==> src/hw/log_config.svh <==
`ifndef LOG_CONFIG_SVH
`define LOG_CONFIG_SVH

`default_nettype none

// operand width in bits
// power of two, 4 up to 32
`define LOG_WIDTH 16

// fraction bits of the result, one squaring step each
`define LOG_FRAC_BITS 8

// prefix network of the leading-one detector
// 0 serial, smallest and slowest
// 1 Brent-Kung
// 2 Sklansky, shallowest
`define LOG_SPEED 2

`default_nettype wire

`endif

==> src/hw/logCtrlPkg.sv <==
`include "log_config.svh"
`default_nettype none

// controller side types
package logCtrlPkg;

	// sequencing states
	typedef enum logic [1:0] {
		IDLE, // waiting for req
		NORM, // mantissa just normalized
		ITER, // squaring steps
		DONE  // results out, ack high
	} stateT;

	// squaring steps left, must hold LOG_FRAC_BITS itself
	typedef logic [$clog2(`LOG_FRAC_BITS+1)-1:0] iterCntT;

endpackage

`default_nettype wire

==> src/hw/logTypesPkg.sv <==
`include "log_config.svh"
`default_nettype none

// datapath types of the log2 unit
package logTypesPkg;

	// unsigned input word
	typedef logic [`LOG_WIDTH-1:0] operandT;

	// floor(log2) of the operand, also the leading-one index
	typedef logic [$clog2(`LOG_WIDTH)-1:0] intPartT;

	// normalized mantissa, fixed point 1.(LOG_WIDTH-1)
	// msb is the integer bit, value kept in [1,2)
	typedef logic [`LOG_WIDTH-1:0] mantT;

	// fraction of the log, first computed bit in the msb
	typedef logic [`LOG_FRAC_BITS-1:0] fracT;

endpackage

`default_nettype wire

==> src/hw/fracSquarer.sv <==
`timescale 1ns/1ps
`default_nettype none

// fraction bits of log2 by repeated squaring
// m in [1,2), m*m >= 2 means the next bit is 1 and m*m/2 carries on
module fracSquarer (
	input  logic               clk,
	input  logic               arstN,
	input  logic               start,  // load mantIn, clear the bits
	input  logic               step,   // one squaring step
	input  logic               latch,  // copy the finished bits to frac
	input  logTypesPkg::mantT  mantIn,
	output logTypesPkg::fracT  frac
);

	localparam int mw = $bits(logTypesPkg::mantT);

	typedef logic [2*mw-1:0] sqT; // 2.(2*mw-2) fixed point

	logTypesPkg::mantT curMant;  // running mantissa
	logTypesPkg::mantT nextMant;
	logTypesPkg::fracT fracReg;  // bits so far, newest in the lsb
	sqT                sq;
	logic              geTwo;    // square reached 2

	assign sq    = sqT'(curMant) * sqT'(curMant);
	assign geTwo = sq[2*mw-1];

	// back to 1.(mw-1), halving when the square is 2 or more
	// truncation drops the low half
	assign nextMant = geTwo ? sq[2*mw-1 -: mw] : sq[2*mw-2 -: mw];

	always_ff @(posedge clk) begin
		if (start) begin
			curMant <= mantIn;
			fracReg <= '0;
		end else if (step) begin
			curMant <= nextMant;
			fracReg <= logTypesPkg::fracT'({fracReg, geTwo}); // shift in at the lsb
		end
	end

	// result register, stays put while the next operand is worked on
	always_ff @(posedge clk or negedge arstN) begin
		if (!arstN) begin
			frac <= '0;
		end else if (latch) begin
			frac <= fracReg;
		end
	end

endmodule

`default_nettype wire

==> src/hw/iterCounter.sv <==
`timescale 1ns/1ps
`include "log_config.svh"
`default_nettype none

// squaring steps still to go
module iterCounter (
	input  logic clk,
	input  logic arstN,
	input  logic load, // start a new operation
	input  logic dec,  // one step taken
	output logic done  // no steps left
);

	logCtrlPkg::iterCntT cnt;

	always_ff @(posedge clk or negedge arstN) begin
		if (!arstN) begin
			cnt <= '0;
		end else if (load) begin
			cnt <= logCtrlPkg::iterCntT'(`LOG_FRAC_BITS);
		end else if (dec && !done) begin
			cnt <= cnt - 1'b1; // holds at zero
		end
	end

	// high from the cycle after the last step
	assign done = (cnt == '0);

endmodule

`default_nettype wire

==> src/hw/leadOneLog2.sv <==
`timescale 1ns/1ps
`include "log_config.svh"
`default_nettype none

// floor(log2 a) of an unsigned word, combinational
// a == 0 gives z == 0
module intLog2 (
	input  logTypesPkg::operandT a, // operand
	output logTypesPkg::intPartT z  // index of the leading one
);

	localparam int opWidth = $bits(logTypesPkg::operandT);

	logic [opWidth-1:0] leadOne; // one-hot, only the msb set bit of a

	leadZeroDet #(
		.width(opWidth),
		.speed(`LOG_SPEED)
	) u_leadZeroDet (
		.a(a),
		.z(leadOne)
	);

	// one-hot to binary
	onehotEncode #(
		.width(opWidth)
	) u_onehotEncode (
		.a(leadOne),
		.z(z)
	);

endmodule

// keeps only the most significant one of a
// e.g. 0010_1100 -> 0010_0000
module leadZeroDet #(
	parameter int width = 8, // word width
	parameter int speed = 0  // prefix network choice
) (
	input  logic [width-1:0] a,
	output logic [width-1:0] z
);

	logic [width-1:0] piRev; // ~a, msb first
	logic [width-1:0] poRev; // bit k set while a has no one in its top k+1 bits

	// flip so the scan runs from the msb down
	for (genvar i = 0; i < width; i++) begin : flip
		assign piRev[i] = ~a[width-1-i];
	end

	prefixAnd #(
		.width(width),
		.speed(speed)
	) u_prefixAnd (
		.pi(piRev),
		.po(poRev)
	);

	assign z[width-1] = a[width-1]; // nothing above the msb
	for (genvar i = 0; i < width-1; i++) begin : pick
		assign z[i] = a[i] & poRev[width-2-i]; // set bit with only zeros above
	end

endmodule

// prefix AND, po[j] = &pi[j:0]
module prefixAnd #(
	parameter int width = 8, // word width
	parameter int speed = 0  // 0 serial, 1 Brent-Kung, 2 Sklansky
) (
	input  logic [width-1:0] pi, // propagate in
	output logic [width-1:0] po  // propagate out
);

	localparam int m = $clog2(width); // tree depth

	if (speed == 2) begin : sklansky
		logic [m:0][width-1:0] lvl;

		assign lvl[0] = pi;
		for (genvar l = 1; l <= m; l++) begin : stage
			for (genvar j = 0; j < width; j++) begin : node
				// upper half of each 2^l block takes the lower half's last node
				if (((j >> (l-1)) & 1) == 1) begin : merge
					assign lvl[l][j] = lvl[l-1][j] & lvl[l-1][((j >> (l-1)) << (l-1)) - 1];
				end else begin : pass
					assign lvl[l][j] = lvl[l-1][j];
				end
			end
		end
		assign po = lvl[m];
	end else if (speed == 1) begin : brentKung
		logic [2*m-1:0][width-1:0] lvl;

		assign lvl[0] = pi;
		// up-sweep, block ends gather their 2^l block
		for (genvar l = 1; l <= m; l++) begin : up
			for (genvar j = 0; j < width; j++) begin : node
				if ((j + 1) % (1 << l) == 0) begin : merge
					assign lvl[l][j] = lvl[l-1][j] & lvl[l-1][j - (1 << (l-1))];
				end else begin : pass
					assign lvl[l][j] = lvl[l-1][j];
				end
			end
		end
		// down-sweep, mid-block nodes pick up the finished prefix below them
		for (genvar u = 1; u <= m-1; u++) begin : down
			for (genvar j = 0; j < width; j++) begin : node
				if ((j + 1) % (1 << (m-u)) == (1 << (m-u-1)) && j >= (1 << (m-u))) begin : merge
					assign lvl[m+u][j] = lvl[m+u-1][j] & lvl[m+u-1][j - (1 << (m-u-1))];
				end else begin : pass
					assign lvl[m+u][j] = lvl[m+u-1][j];
				end
			end
		end
		assign po = lvl[2*m-1];
	end else begin : serial
		logic [width-1:0] run; // ripple chain

		assign run[0] = pi[0];
		for (genvar j = 1; j < width; j++) begin : node
			assign run[j] = run[j-1] & pi[j];
		end
		assign po = run;
	end

endmodule

// one-hot to binary, z[b] is the OR of all a[i] with bit b set in i
module onehotEncode #(
	parameter int width = 8 // input width
) (
	input  logic [width-1:0]         a,
	output logic [$clog2(width)-1:0] z
);

	always_comb begin
		z = '0;
		for (int b = 0; b < $clog2(width); b++) begin
			for (int i = 0; i < width; i++) begin
				if (((i >> b) & 1) != 0) begin
					z[b] = z[b] | a[i];
				end
			end
		end
	end

endmodule

`default_nettype wire

==> src/hw/log2Unit.sv <==
`timescale 1ns/1ps
`default_nettype none

// log2 of an unsigned word, integer part plus truncated fraction
// one operation at a time behind a four-phase req/ack
module log2Unit (
	input  logic                 clk,
	input  logic                 arstN,
	input  logic                 req,
	input  logTypesPkg::operandT operand, // stable while req is high
	output logic                 ack,
	output logTypesPkg::intPartT intPart,
	output logTypesPkg::fracT    frac,
	output logic                 isZero
);

	logTypesPkg::intPartT lzPos; // leading-one index of the live operand
	logTypesPkg::mantT    mant;
	logic                 normLoad;
	logic                 sqStart;
	logic                 sqStep;
	logic                 cntLoad;
	logic                 resLatch;
	logic                 iterDone;

	intLog2 u_intLog2 (
		.a(operand),
		.z(lzPos)
	);

	mantNormalizer u_mantNormalizer (
		.clk(clk),
		.arstN(arstN),
		.load(normLoad),
		.operand(operand),
		.lzPos(lzPos),
		.mant(mant),
		.intPart(intPart),
		.isZero(isZero)
	);

	fracSquarer u_fracSquarer (
		.clk(clk),
		.arstN(arstN),
		.start(sqStart),
		.step(sqStep),
		.latch(resLatch),
		.mantIn(mant),
		.frac(frac)
	);

	iterCounter u_iterCounter (
		.clk(clk),
		.arstN(arstN),
		.load(cntLoad),
		.dec(sqStep),
		.done(iterDone)
	);

	logCtrlFsm u_logCtrlFsm (
		.clk(clk),
		.arstN(arstN),
		.req(req),
		.iterDone(iterDone),
		.ack(ack),
		.normLoad(normLoad),
		.sqStart(sqStart),
		.sqStep(sqStep),
		.cntLoad(cntLoad),
		.resLatch(resLatch)
	);

endmodule

`default_nettype wire

==> src/hw/logCtrlFsm.sv <==
`timescale 1ns/1ps
`default_nettype none

// four-phase req/ack and the step sequence
// each strobe fires in the cycle whose closing edge does its job,
// so req sampled in IDLE to ack high is LOG_FRAC_BITS+2 cycles
module logCtrlFsm (
	input  logic clk,
	input  logic arstN,
	input  logic req,
	input  logic iterDone, // all squaring steps taken
	output logic ack,
	output logic normLoad, // operand into the normalizer
	output logic sqStart,  // normalized mantissa into the squarer
	output logic sqStep,   // one squaring step
	output logic cntLoad,  // restart the step counter
	output logic resLatch  // fraction into its output register
);

	logCtrlPkg::stateT state;
	logCtrlPkg::stateT nextState;

	always_ff @(posedge clk or negedge arstN) begin
		if (!arstN) begin
			state <= logCtrlPkg::IDLE;
		end else begin
			state <= nextState;
		end
	end

	always_comb begin
		nextState = state;
		unique case (state)
			logCtrlPkg::IDLE: if (req) nextState = logCtrlPkg::NORM;
			logCtrlPkg::NORM: nextState = logCtrlPkg::ITER; // always one cycle
			logCtrlPkg::ITER: if (iterDone) nextState = logCtrlPkg::DONE;
			logCtrlPkg::DONE: if (!req) nextState = logCtrlPkg::IDLE; // wait for req to drop
			default: nextState = logCtrlPkg::IDLE;
		endcase
	end

	// normalizer and counter load on the edge into NORM
	assign normLoad = (state == logCtrlPkg::IDLE) && req;
	assign cntLoad  = (state == logCtrlPkg::IDLE) && req;

	assign sqStart  = (state == logCtrlPkg::NORM); // mant valid here, squarer takes it
	assign sqStep   = (state == logCtrlPkg::ITER) && !iterDone;
	assign resLatch = (state == logCtrlPkg::ITER) && iterDone; // edge into DONE

	assign ack = (state == logCtrlPkg::DONE); // low again the edge after req drops

endmodule

`default_nettype wire

==> src/hw/mantNormalizer.sv <==
`timescale 1ns/1ps
`default_nettype none

// moves the leading one to the msb, so the mantissa lands in [1,2)
// also keeps intPart and the zero flag for the result
module mantNormalizer (
	input  logic                 clk,
	input  logic                 arstN,
	input  logic                 load,    // take a new operand
	input  logTypesPkg::operandT operand,
	input  logTypesPkg::intPartT lzPos,   // leading-one index
	output logTypesPkg::mantT    mant,    // normalized, 1.(W-1) fixed point
	output logTypesPkg::intPartT intPart, // held copy of lzPos
	output logic                 isZero
);

	localparam int opWidth = $bits(logTypesPkg::operandT);

	logTypesPkg::intPartT shAmt; // left shift to normalize

	assign shAmt = logTypesPkg::intPartT'(opWidth - 1) - lzPos;

	always_ff @(posedge clk) begin
		if (load) begin
			mant <= logTypesPkg::mantT'(operand << shAmt); // zero operand stays zero
		end
	end

	always_ff @(posedge clk or negedge arstN) begin
		if (!arstN) begin
			intPart <= '0;
			isZero  <= 1'b0;
		end else if (load) begin
			intPart <= lzPos;
			isZero  <= (operand == '0);
		end
	end

endmodule

`default_nettype wire
==> config.mk <==
export PLATFORM = sky130hd
export DESIGN_NAME = log2Unit
export DESIGN_NICKNAME = d
export VERILOG_FILES = /design/src/hw/logCtrlPkg.sv /design/src/hw/logTypesPkg.sv /design/src/hw/fracSquarer.sv /design/src/hw/iterCounter.sv /design/src/hw/leadOneLog2.sv /design/src/hw/log2Unit.sv /design/src/hw/logCtrlFsm.sv /design/src/hw/mantNormalizer.sv
export VERILOG_INCLUDE_DIRS = /design/src /design/src/hw
export SDC_FILE = /design/constraint.sdc
export NUM_CORES = 1
export LEC_CHECK = 0
export BUFFER_PORTS_ARGS = -buffer_cell sky130_fd_sc_hd__clkbuf_2
export CORE_ASPECT_RATIO = 0.6
export CORE_MARGIN = 4
export CORE_UTILIZATION = 49
export CTS_CLUSTER_SIZE = 8
export DETAILED_ROUTE_END_ITERATION = 6
export GPL_ROUTABILITY_DRIVEN = 1
export PLACE_DENSITY = 0.78
export SETUP_SLACK_MARGIN = 0.1
export SYNTH_ARGS = -nofsm -noshare
export SYNTH_HDL_FRONTEND = slang
export SYNTH_SLANG_ARGS = --single-unit
==> constraint.sdc <==
create_clock -name clk -period 6.6 [get_ports clk]
set_clock_uncertainty 0.2 [all_clocks]
set_input_delay 0.66 -clock clk [delete_from_list [all_inputs] [get_ports clk]]
set_output_delay 0.66 -clock clk [all_outputs]
set_load 0.01 [all_outputs]
# [Word-level counts from Yosys, hierarchy flattened]
# Cells that the tools add are included.
[word_totals] inputBits=19 elab_cells=119 ff_bits=59
[classes] n_bitwise=81 eq_ne=6 addsub=2 shift=1 mux=9 reduce_logical=11 multipliers=1
[ops] operator="16-bit two-way mux" count=3
[ops] operator="1-bit AND" count=39
[ops] operator="16-bit by 16-bit multiplier with 32-bit output" count=1
[ops] operator="1-bit bitwise OR" count=28
[ops] operator="16-bit zero test" count=1
[ops] operator="16-bit by 4-bit << shifter with 16-bit output" count=1
[ops] operator="1-bit inverter" count=14
[ops] operator="4-bit two-way mux" count=2
[ops] operator="2-bit case mux with 4 select lines" count=1
[ops] operator="2-bit two-way mux" count=3
[ops] operator="2-bit == test, second input constant" count=2
[ops] operator="1-bit logical AND" count=4
[ops] operator="4-bit zero test" count=1
[ops] operator="2-bit inequality test, second input constant" count=2
[ops] operator="2-bit nonzero test" count=2
[ops] operator="4-bit by 1-bit subtractor with 4-bit output, second input constant" count=1
[ops] operator="4-bit subtractor, first input constant" count=1
[ops] operator="3-bit AND reduction" count=1
[ops] operator="2-bit by 1-bit == test with 1-bit output, second input constant" count=1
[ops] operator="2-bit zero test" count=1
[ops] operator="2-bit by 1-bit inequality test with 1-bit output, second input constant" count=1
[ops] operator="1-bit zero test" count=1

# [Longest topological paths before layout]
# Gate-level depths: netlist of the first run.
[depth] ltp_word=15 ltp_mapped=25 depth_no_buf=23

# [Hierarchy]
# From an unflattened synthesis of the first run, not the netlist that was laid out.
[hier_totals] cells_unflattened=1149 area_unflattened_um2=10839.1
[by_module_without_submodules] module="fracSquarer" instances=1 seq_area_each_um2=840.8 area_per_inst_um2=8504.4 cells_each=931
[by_module_without_submodules] module="mantNormalizer" instances=1 seq_area_each_um2=605.6 area_per_inst_um2=1516.5 cells_each=106
[by_module_without_submodules] module="iterCounter" instances=1 seq_area_each_um2=100.1 area_per_inst_um2=236.5 cells_each=23
[by_module_without_submodules] module="logCtrlFsm" instances=1 seq_area_each_um2=50.0 area_per_inst_um2=183.9 cells_each=17
[by_module_without_submodules] module="prefixAnd" instances=1 seq_area_each_um2=0.0 area_per_inst_um2=171.4 cells_each=29
[by_module_without_submodules] module="leadZeroDet" instances=1 seq_area_each_um2=0.0 area_per_inst_um2=161.4 cells_each=32
[by_module_without_submodules] module="onehotEncode" instances=1 seq_area_each_um2=0.0 area_per_inst_um2=65.1 cells_each=11

# [Worst setup path after synthesis of the first run]
# No wires, ideal clock.
[synth_path] path_kind="reg-to-reg" start="register u_fracSquarer.curMant[1]" end="register u_fracSquarer.curMant[13], data pin" setup_slack_ps=167 arrival_ps=5967 required_time_ps=6134 stages_incl_launch_ff=23 cell_sequence="edfxtp_1 clkbuf_1 clkbuf_1 nand2_1 fa_1 fa_1 inv_1 fa_1 fa_1 fa_1 inv_1 fa_1 inv_1 ha_1 nand4_1 o211a_1 a311o_1 o211ai_1 nand2_1 xnor2_1 buf_4 mux2i_1 o21ai_1"
[synth_between] elab_chain_len=4
[synth_lines] element="from (decl)" line="fracSquarer.sv:20" source="logTypesPkg::mantT curMant;"
[synth_lines] element="from (signal assigned)" line="fracSquarer.sv:35" source="curMant <= mantIn;"
[synth_lines] element="from (signal assigned)" line="fracSquarer.sv:38" source="curMant <= nextMant;"
[synth_lines] element="16-bit by 16-bit multiplier with 32-bit output" line="fracSquarer.sv:26" source="assign sq = sqT'(curMant) * sqT'(curMant);"
[synth_lines] element="16-bit two-way mux" line="fracSquarer.sv:31" source="assign nextMant = geTwo ? sq[2*mw-1 -: mw] : sq[2*mw-2 -: mw];"
[synth_lines] element="16-bit two-way mux" line="fracSquarer.sv:37" source="end else if (step) begin"
[synth_lines] element="16-bit two-way mux" line="fracSquarer.sv:34" source="if (start) begin"
# Every way passes these cells. The select of a mux whose other input is x is not followed.
# A chain may end at the register's enable or synchronous reset.

# [Worst setup path after layout of the first run]
[layout_path] start="register u_fracSquarer.curMant[1]" end="register u_fracSquarer.curMant[7], data pin"
# The elaborated chain is that of the path after synthesis.

==> results of run 1 <==
==> synth_stat cells, drive strengths merged (2+ instances only) <==
cell | instances | share of area
a221oi | 3 | 0.0026
fa | 161 | 0.32
o31a | 2 | 0.0017
nand3 | 8 | 0.0039
dfrtp | 19 | 0.046
a2111oi | 2 | 0.0024
a21oi | 39 | 0.019
a22o | 3 | 0.0026
mux2i | 24 | 0.023
clkbuf | 30 | 0.011
ha | 108 | 0.13
a21boi | 2 | 0.0015
nor4 | 3 | 0.0018
and3 | 7 | 0.0043
and2 | 36 | 0.022
edfxtp | 32 | 0.094
xnor2 | 24 | 0.021
nor2b | 6 | 0.0037
nand4 | 7 | 0.0043
a21o | 8 | 0.0059
nor3 | 6 | 0.0029
buf | 6 | 0.0046
o211ai | 9 | 0.0066
and4 | 2 | 0.0017
o21ai | 35 | 0.017
dfxtp | 8 | 0.016
o221ai | 2 | 0.0017
nand2 | 136 | 0.050
a311oi | 3 | 0.0026
a41o | 2 | 0.0020
xor2 | 9 | 0.0077
a31oi | 5 | 0.0031
o31ai | 2 | 0.0015
mux4 | 3 | 0.0066
a22oi | 4 | 0.0029
or2 | 3 | 0.0018
inv | 262 | 0.096
o21bai | 3 | 0.0022
nor2 | 46 | 0.017
nand2b | 7 | 0.0043
o311ai | 4 | 0.0034
o21a | 4 | 0.0029
mux2 | 12 | 0.013
a211oi | 7 | 0.0051
==> state kept, by name, summed over array words and instances (netlist names) <==
name	cells
u_fracSquarer.curMant	16
u_mantNormalizer.mant	16
u_fracSquarer.fracReg	8
u_fracSquarer.frac	8
u_iterCounter.cnt	4
u_mantNormalizer.intPart	4
u_logCtrlFsm.state	2
u_mantNormalizer.isZero	1
==> routing by layer <==
layer / GRT usage / vias to the layer above
met4: 0.0452 / 0
met1: 0.345 / 4053
met2: 0.333 / 355
met5: 0 / -
li1: - / 3741
met3: 0.0603 / 67
==> stage by stage <==
step	setup slack [ps]	hold slack (ps)	TNS, ps	area (um2)	util
6_report	-66.5	89.2	-180	12000	0.593
5_1_grt	-267	130	-2770	12000	0.593
4_1_cts	51.0	93.5	0	11800	0.581
3_5_place_dp	-140	257	-1080	11100	0.548
3_3_place_gp	-88.0	245	-418	11100	0.548
2_1_floorplan	167	164	0	10200	-
==> area by class of cell <==
type                    count  area share
repair buffers            130      0.0820
multi-input cells         756       0.648
well taps                 273      0.0284
clock buffers               9      0.0187
clock inverters             7     0.00822
flip-flops and latches     59       0.133
inverters                 262      0.0821
==> cell families (layout without fill, tap and decap cells) <==
kind of cell | after synthesis | in the layout | synth area share
mux | 39 | 39 | 0.0433
fa+ha+maj | 269 | 269 | 0.447
compound gates | 147 | 147 | 0.0946
simple gates | 268 | 268 | 0.119
flops | 59 | 59 | 0.156
xor+xnor | 33 | 33 | 0.0283
buf+inv | 298 | 408 | 0.112
==> timing repair <==
action                                  CTS  global route
buffers inserted                         26             6
endpoints found under the hold margin     0             0
pin swaps                                27            30
resized for setup                        27            48
endpoints found under the setup margin   16            17
==> worst paths after layout <==
path | startpoint | end
setup / recovery | u_fracSquarer.curMant[1] | u_fracSquarer.curMant[7]
setup reg to reg | u_fracSquarer.curMant[1] | u_fracSquarer.curMant[7]
min in group clk | u_fracSquarer.fracReg[1] | u_fracSquarer.fracReg[2]
hold / removal | arstN | u_mantNormalizer.intPart[0]
max in group asynchronous | arstN | u_fracSquarer.frac[6]
hold reg to reg | u_fracSquarer.fracReg[1] | u_fracSquarer.fracReg[2]
==> critical path: cells and delay by family (launching register included) <==
family,cells,cell delay [ps]
AOI/OAI and AO/OA,5,830
DFF,1,530
buffers and inverters,9,930
and+or+nand+nor,2,180
muxes,1,140
xor gates and xnor gates,1,380
adders and majority gates,7,3300
==> metrics.cfg, run 1 <==
[floorplan]
num_io_pins = 33
fp-row-count = 40
dieArea_mm2 = 0.0233
core_mm2 = 0.0203
die-width_um = 195
die_h_um = 120
start_util = 0.505

[drt]
wl_met3_mm = 2.43
drc = 0
routed-wl-met2_mm = 11.3
drt-total-wl_mm = 26.3
wl_per_cell_um = 17.6
viasPerCell = 5.49
drt_iter0_markers = 763
ant_nets = 0
vias = 8216
top_layer_used = met4
drt-met1-wl_mm = 12.0
firstDrtPassIters = 6

[layout]
final_common_cell = inv_1
area_delta_synth_final_pct = 17.5
drive_gt1_frac = 0.182
register_area_mm2 = 0.00160
fillers = 1644
antennaDiodeCount = 0
instances_no_fill = 1496
layout_common_cells = inv_1 (254), fa_1 (157), nand2_1 (131)
multi_input_area_mm2 = 0.00779
layout.nets = 1506

[synthesis]
syn-num-nets = 1401
yosys_warnings = 0
synth_edf_count = 32
yosysUniqueCellTypes = 60
async_reset_ff_frac = 0.322
ys_ff_latch = 59
synth_cells = 1113
synth-seq-area-share = 0.156
synth_area_per_cell_um2 = 9.19
netlist_area_mm2 = 0.0102
synth_ff_type = edfxtp_1

[clocking]
cts_buffers = 9
cts_root_buf = clkbuf_16
cts_buffer_depth = 2
ctsHoldBuffers = 0
htree_levels = 3
clock_latency_ps = 340
cts_tree = yes
clk_pin_slew_ps = 60
numClockSinks = 59

[setup_path]
worstSetupEndpointType = flop
path_class = reg -> reg
reg2reg_depth = 25
slowest_delay_ps = 540
r2r_slack_ps = -70
critPathLaunchType = flop
cp.required_ps = 6580
worstPathArrival_ps = 6650
crit_fanout = 6
worst_path_max_delay_cell = fa_1

[sta]
hold_violations = 0
finalCritPeriodShare = 1.01
setup_viol = 7
tightest_slew_ps = 1100
period_needed_ps = 6670
max_freq_mhz = 150
rsz0062_at_grt = true
slew_headroom = 0.263
worst_slack_ps = -66.5
drv_slew = 0

[status]
outcome = finished, violations left
violations = setup timing

[placed_design]
port_buffers = 32
gp_congestion = 0.957
dp.cells = 1448
dp_hpwl_mm = 20.6

[global_routing]
grtUsageTotal = 0.229
grt_max_degree = 34
antenna_found_initial = 1
grt_pass1_vias = 8310
grt_pass1_wl_mm = 42.9
grt-ovfl-total = 0

[hold_path]
hp-class = in -> async

[run]
maxCapViolations = 0

Power of run 1 is left out: the tool's default activity adds up to more than one toggle a clock period on the data nets, which glitch-free logic cannot reach.
==> run 2, diff against run 1 <==
--- a/config.mk
+++ b/config.mk
@@ -13,7 +13,7 @@
 export CTS_CLUSTER_SIZE = 8
 export DETAILED_ROUTE_END_ITERATION = 6
 export GPL_ROUTABILITY_DRIVEN = 1
-export PLACE_DENSITY = 0.78
+export PLACE_DENSITY = 0.75
 export SETUP_SLACK_MARGIN = 0.1
 export SYNTH_ARGS = -nofsm -noshare
 export SYNTH_HDL_FRONTEND = slang
==> constraint.sdc (replaced) <==
create_clock -name clk -period 7.5 [get_ports clk]
set_clock_uncertainty 0.2 [all_clocks]
set_input_delay 0.75 -clock clk [delete_from_list [all_inputs] [get_ports clk]]
set_output_delay 0.75 -clock clk [all_outputs]
set_load 0.01 [all_outputs]
==> run 2 against run 1 <==
Effect of this change:
- the run now ends clean
- via count decreased by 7.6%
- setup slack improved by 470 ps
- global-route usage decreased by 2.0 points
- critical path type unchanged
- routed wire length decreased by 12%
- utilization decreased by 4.4 points
- critical path depth decreased by 5
- cell count decreased by 4.3%
- fmax decreased by 6.1%
- flip-flop and latch count unchanged
- die area unchanged
- first-iteration DRC count decreased by 19%
==> metrics.cfg, run 2 (same netlist as run 1, synthesis figures left out) <==
[drt]
wl_met3_mm = 2.26
drt_iter0_markers = 617
routed-wl-met2_mm = 9.47
vias = 7588
ant_nets = 0
top_layer_used = met4
viasPerCell = 5.30
drt-total-wl_mm = 23.2
wl_per_cell_um = 16.2
firstDrtPassIters = 5
drt-met1-wl_mm = 11.2
drc = 0

[placed_design]
port_buffers = 32
dp.cells = 1412
dp_hpwl_mm = 19.8
gp_congestion = 0.950

[layout]
top_regs = u_fracSquarer.curMant: 16 flops, u_mantNormalizer.mant: 16 flops
antennaDiodeCount = 0
area_delta_synth_final_pct = 8.88
fillers = 1757
layout.nets = 1442
layout_common_cells = inv_1 (262), fa_1 (161), nand2_1 (136)
instances_no_fill = 1432
register_area_mm2 = 0.00160
multi_input_area_mm2 = 0.00752
drive_gt1_frac = 0.0915
final_common_cell = inv_1
fin_util = 0.549

[setup_path]
path_class = reg -> reg
worstSetupEndpointType = flop
worst_path_max_delay_cell = edfxtp_1
crit_chain = and2_1 > fa_1 > inv_1 > fa_1 > inv_1 > fa_1 > fa_1 > fa_1 > inv_1 > fa_1 > inv_1 > ha_1 > a21oi_1 > nand2_1 > a2111oi_2 > o21ai_1 > o31a_1 > o311ai_1 > mux2i_1 > o21ai_1
crit_fanout = 11
worstPathArrival_ps = 7090
rr_startpoint = u_fracSquarer.curMant[3]
critPathLaunchType = flop
crit_top_cell = fa_1
cp.required_ps = 7490
crit_start = u_fracSquarer.curMant[3]
slowest_delay_ps = 560

[floorplan]
num_io_pins = 33
start_util = 0.505
die_h_um = 120
dieArea_mm2 = 0.0233
core_mm2 = 0.0203
die-width_um = 195
fp-row-count = 40

[clocking]
htree_levels = 3
ctsHoldBuffers = 0
clk_pin_slew_ps = 60
cts_root_buf = clkbuf_16
cts_tree = yes
numClockSinks = 59
cts_buffers = 9
clock_latency_ps = 330
cts_buffer_depth = 2

[global_routing]
grt_max_degree = 34
grt_pass1_wl_mm = 39.4
grt_pass1_vias = 7643
grt-ovfl-total = 0
grtUsageTotal = 0.209
antenna_found_initial = 0

[sta]
finalCritPeriodShare = 0.947
drv_slew = 0
period_needed_ps = 7100
setup_viol = 0
whs_ps = 166
hold_violations = 0
fin_tns_setup_ps = 0
max_freq_mhz = 141
slew_headroom = 0.278
tightest_slew_ps = 1080
rsz0062_at_grt = false

[hold_path]
hp-class = in -> async

[run]
maxCapViolations = 0

[status]
outcome = completed

## run 2: per-stage QoR
step,setup WS [ps],cell area (um2)
final,399,11100
after global routing,161,11100
after CTS,216,11100
after detailed placement,255,10800
after global placement,397,10800
after floorplan,1070,10200
## run 2: critical path: cells and delay by family, from the launching register on
family	cells	cell delay [ps]
AND/OR/NAND/NOR	2	410
adder cells (fa/ha/maj)	7	3380
AO/OA/AOI/OAI	6	2050
multiplexers	1	140
buffers and inverters	4	200
flip-flops	1	560
## run 2: final cells by class
| class | instances | area share |
|---|---|---|
| clock inverters | 7 | 0.00393 |
| clock buffers | 9 | 0.0202 |
| repair buffers | 66 | 0.0384 |
| flip-flops and latches | 59 | 0.143 |
| multi-input cells | 756 | 0.675 |
| well taps | 273 | 0.0307 |
| inverters | 262 | 0.0883 |
## run 2: final timing paths
kind,endpoint,cells past startpoint,slack (ps)
max,u_fracSquarer.curMant[9],20,400
min,u_mantNormalizer.intPart[0],1,170
max reg2reg,u_fracSquarer.curMant[9],20,400
min reg2reg,u_fracSquarer.fracReg[7],2,260
max in group asynchronous,u_iterCounter.cnt[2],1,6590
min in group clk,u_fracSquarer.fracReg[7],2,260
## run 2: layer usage
layer  global-route usage  up-vias
met5                    0        -
met4               0.0277        0
met3               0.0516       18
met2                0.291      312
met1                0.335     3646
li1                     -     3612
## run 2: timing repair
action,in CTS,in global routing
setup endpoints to repair,0,17
gates resized for setup,0,2
buffers inserted,0,4
endpoints found under the hold margin,0,0
Power of run 2 is left out for the same reason.
==> run 3, diff against run 2 <==
--- a/config.mk
+++ b/config.mk
@@ -7,7 +7,6 @@
 export NUM_CORES = 1
 export LEC_CHECK = 0
 export BUFFER_PORTS_ARGS = -buffer_cell sky130_fd_sc_hd__clkbuf_2
-export CORE_ASPECT_RATIO = 0.6
 export CORE_MARGIN = 4
 export CORE_UTILIZATION = 49
 export CTS_CLUSTER_SIZE = 8
==> run 3 against run 2 <==
Effect of this change:
- cell count decreased by 0.91%
- non-clock buffer count decreased by 10
- flip-flop and latch count is the same
==> metrics.cfg, run 3 (same netlist as run 1, synthesis figures left out) <==
[status]
outcome = completed

[placed_design]
port_buffers = 32
dp_hpwl_mm = 19.0
dp.cells = 1403
place_area_mm2 = 0.0108
gp_congestion = 0.929
dp_worst_setup_slack_ps = 315

[drt]
wl_per_cell_um = 16.0
ant_nets = 0
vias = 7579
firstDrtPassIters = 5
drt-total-wl_mm = 22.7
drc = 0
viasPerCell = 5.34
drt_iter0_markers = 342

[layout]
drive_gt1_frac = 0.0836
top_regs = u_fracSquarer.curMant: 16 flops, u_mantNormalizer.mant: 16 flops
antennaDiodeCount = 0
final_common_cell = inv_1
layout_common_cells = inv_1 (262), fa_1 (161), nand2_1 (136)
layout.nets = 1432
final_area_mm2 = 0.0111
instances_no_fill = 1419
area_delta_synth_final_pct = 8.55

[hold_path]
hp-class = in -> async

[sta]
period_needed_ps = 7030
max_freq_mhz = 142
worst_slack_ps = 470
slew_headroom = 0.465
hold_violations = 0
finalCritPeriodShare = 0.937
tightest_slew_ps = 796
setup_viol = 0
rsz0062_at_grt = false
fin_tns_setup_ps = 0
drv_slew = 0

[global_routing]
antenna_found_initial = 0
grtUsageTotal = 0.203
grt_pass1_wl_mm = 39.5
grt_pass1_vias = 8257
grt_max_degree = 34
grt-ovfl-total = 0

[clocking]
clock_latency_ps = 320
cts_buffer_depth = 2
cts_buffers = 9
numClockSinks = 59
htree_levels = 3
cts_root_buf = clkbuf_16
cts_tree = yes
clk_pin_slew_ps = 60

[floorplan]
start_util = 0.502
die_h_um = 152
core_mm2 = 0.0204
fp-row-count = 52
die-width_um = 152
num_io_pins = 33
dieArea_mm2 = 0.0232

[setup_path]
worstPathArrival_ps = 7000
critPathLaunchType = flop
worstSetupEndpointType = flop
crit_fanout = 15
path_class = reg -> reg
cp.required_ps = 7470

[run]
maxCapViolations = 0

## run 3: cell types whose count changed in the layout (fill, tap and decap cells not counted)
cell	previous run	this run
clkinv_2	3	0
buf_4	33	24
clkinv_1	1	0
a31oi_1	4	5
clkinvlp_4	1	0
clkbuf_16	9	12
inv_4	0	1
buf_12	1	0
a31oi_2	1	0
inv_6	1	2
## run 3: critical path, cell delays in order (launching register included)
cell	delay, ps
edfxtp_1	770
nand2_1	170
fa_1	560
fa_1	500
inv_1	50
fa_1	480
fa_1	510
fa_1	490
inv_1	50
fa_1	480
inv_1	70
ha_1	360
a21oi_1	290
nand2_1	120
a2111oi_2	540
o21ai_1	260
o31a_1	320
o311ai_1	380
mux2i_1	130
o21ai_1	150
## run 3: stage by stage
step,utilization,hold slack (ps)
floorplan,-,233
global placement,0.528,249
detailed placement,0.528,261
CTS,0.544,179
global route,0.545,195
finish,0.545,163
## run 3: cell type report
| class | instances | area (um2) |
|---|---|---|
| Clock buffer | 12 | 300 |
| Clock inverter | 4 | 32.5 |
| Fill cell | 1841 | 9260 |
| Inverter | 262 | 983 |
| Multi-Input combinational cell | 756 | 7510 |
| Sequential cell | 59 | 1600 |
| Tap cell | 270 | 338 |
| Timing Repair Buffer | 56 | 340 |
## run 3: final timing paths
| check | startpoint | endpoint | slack [ps] | cells past startpoint |
|---|---|---|---|---|
| min reg2reg | u_fracSquarer.fracReg[7] | u_fracSquarer.fracReg[7] | 270 | 2 |
| max reg2reg | u_fracSquarer.curMant[7] | u_fracSquarer.curMant[8] | 470 | 19 |
| max | u_fracSquarer.curMant[7] | u_fracSquarer.curMant[8] | 470 | 19 |
| min | arstN | u_fracSquarer.frac[3] | 160 | 1 |
| min in group clk | u_fracSquarer.fracReg[7] | u_fracSquarer.fracReg[7] | 270 | 2 |
| max in group asynchronous | arstN | u_mantNormalizer.intPart[3] | 6610 | 1 |
## run 3: layer usage
layer	track usage	up-vias	wire length [um]
met3	0.0281	31	1350
met1	0.280	3719	9790
li1	-	3584	-
met2	0.347	245	11200
met4	0.0429	0	354
met5	0	-	0
## run 3: timing repair
action                     CTS  global route
setup buffers                0             0
hold buffers                 0             0
resized for setup            0             2
setup endpoints to repair    0            17
Power of run 3 is left out for the same reason.
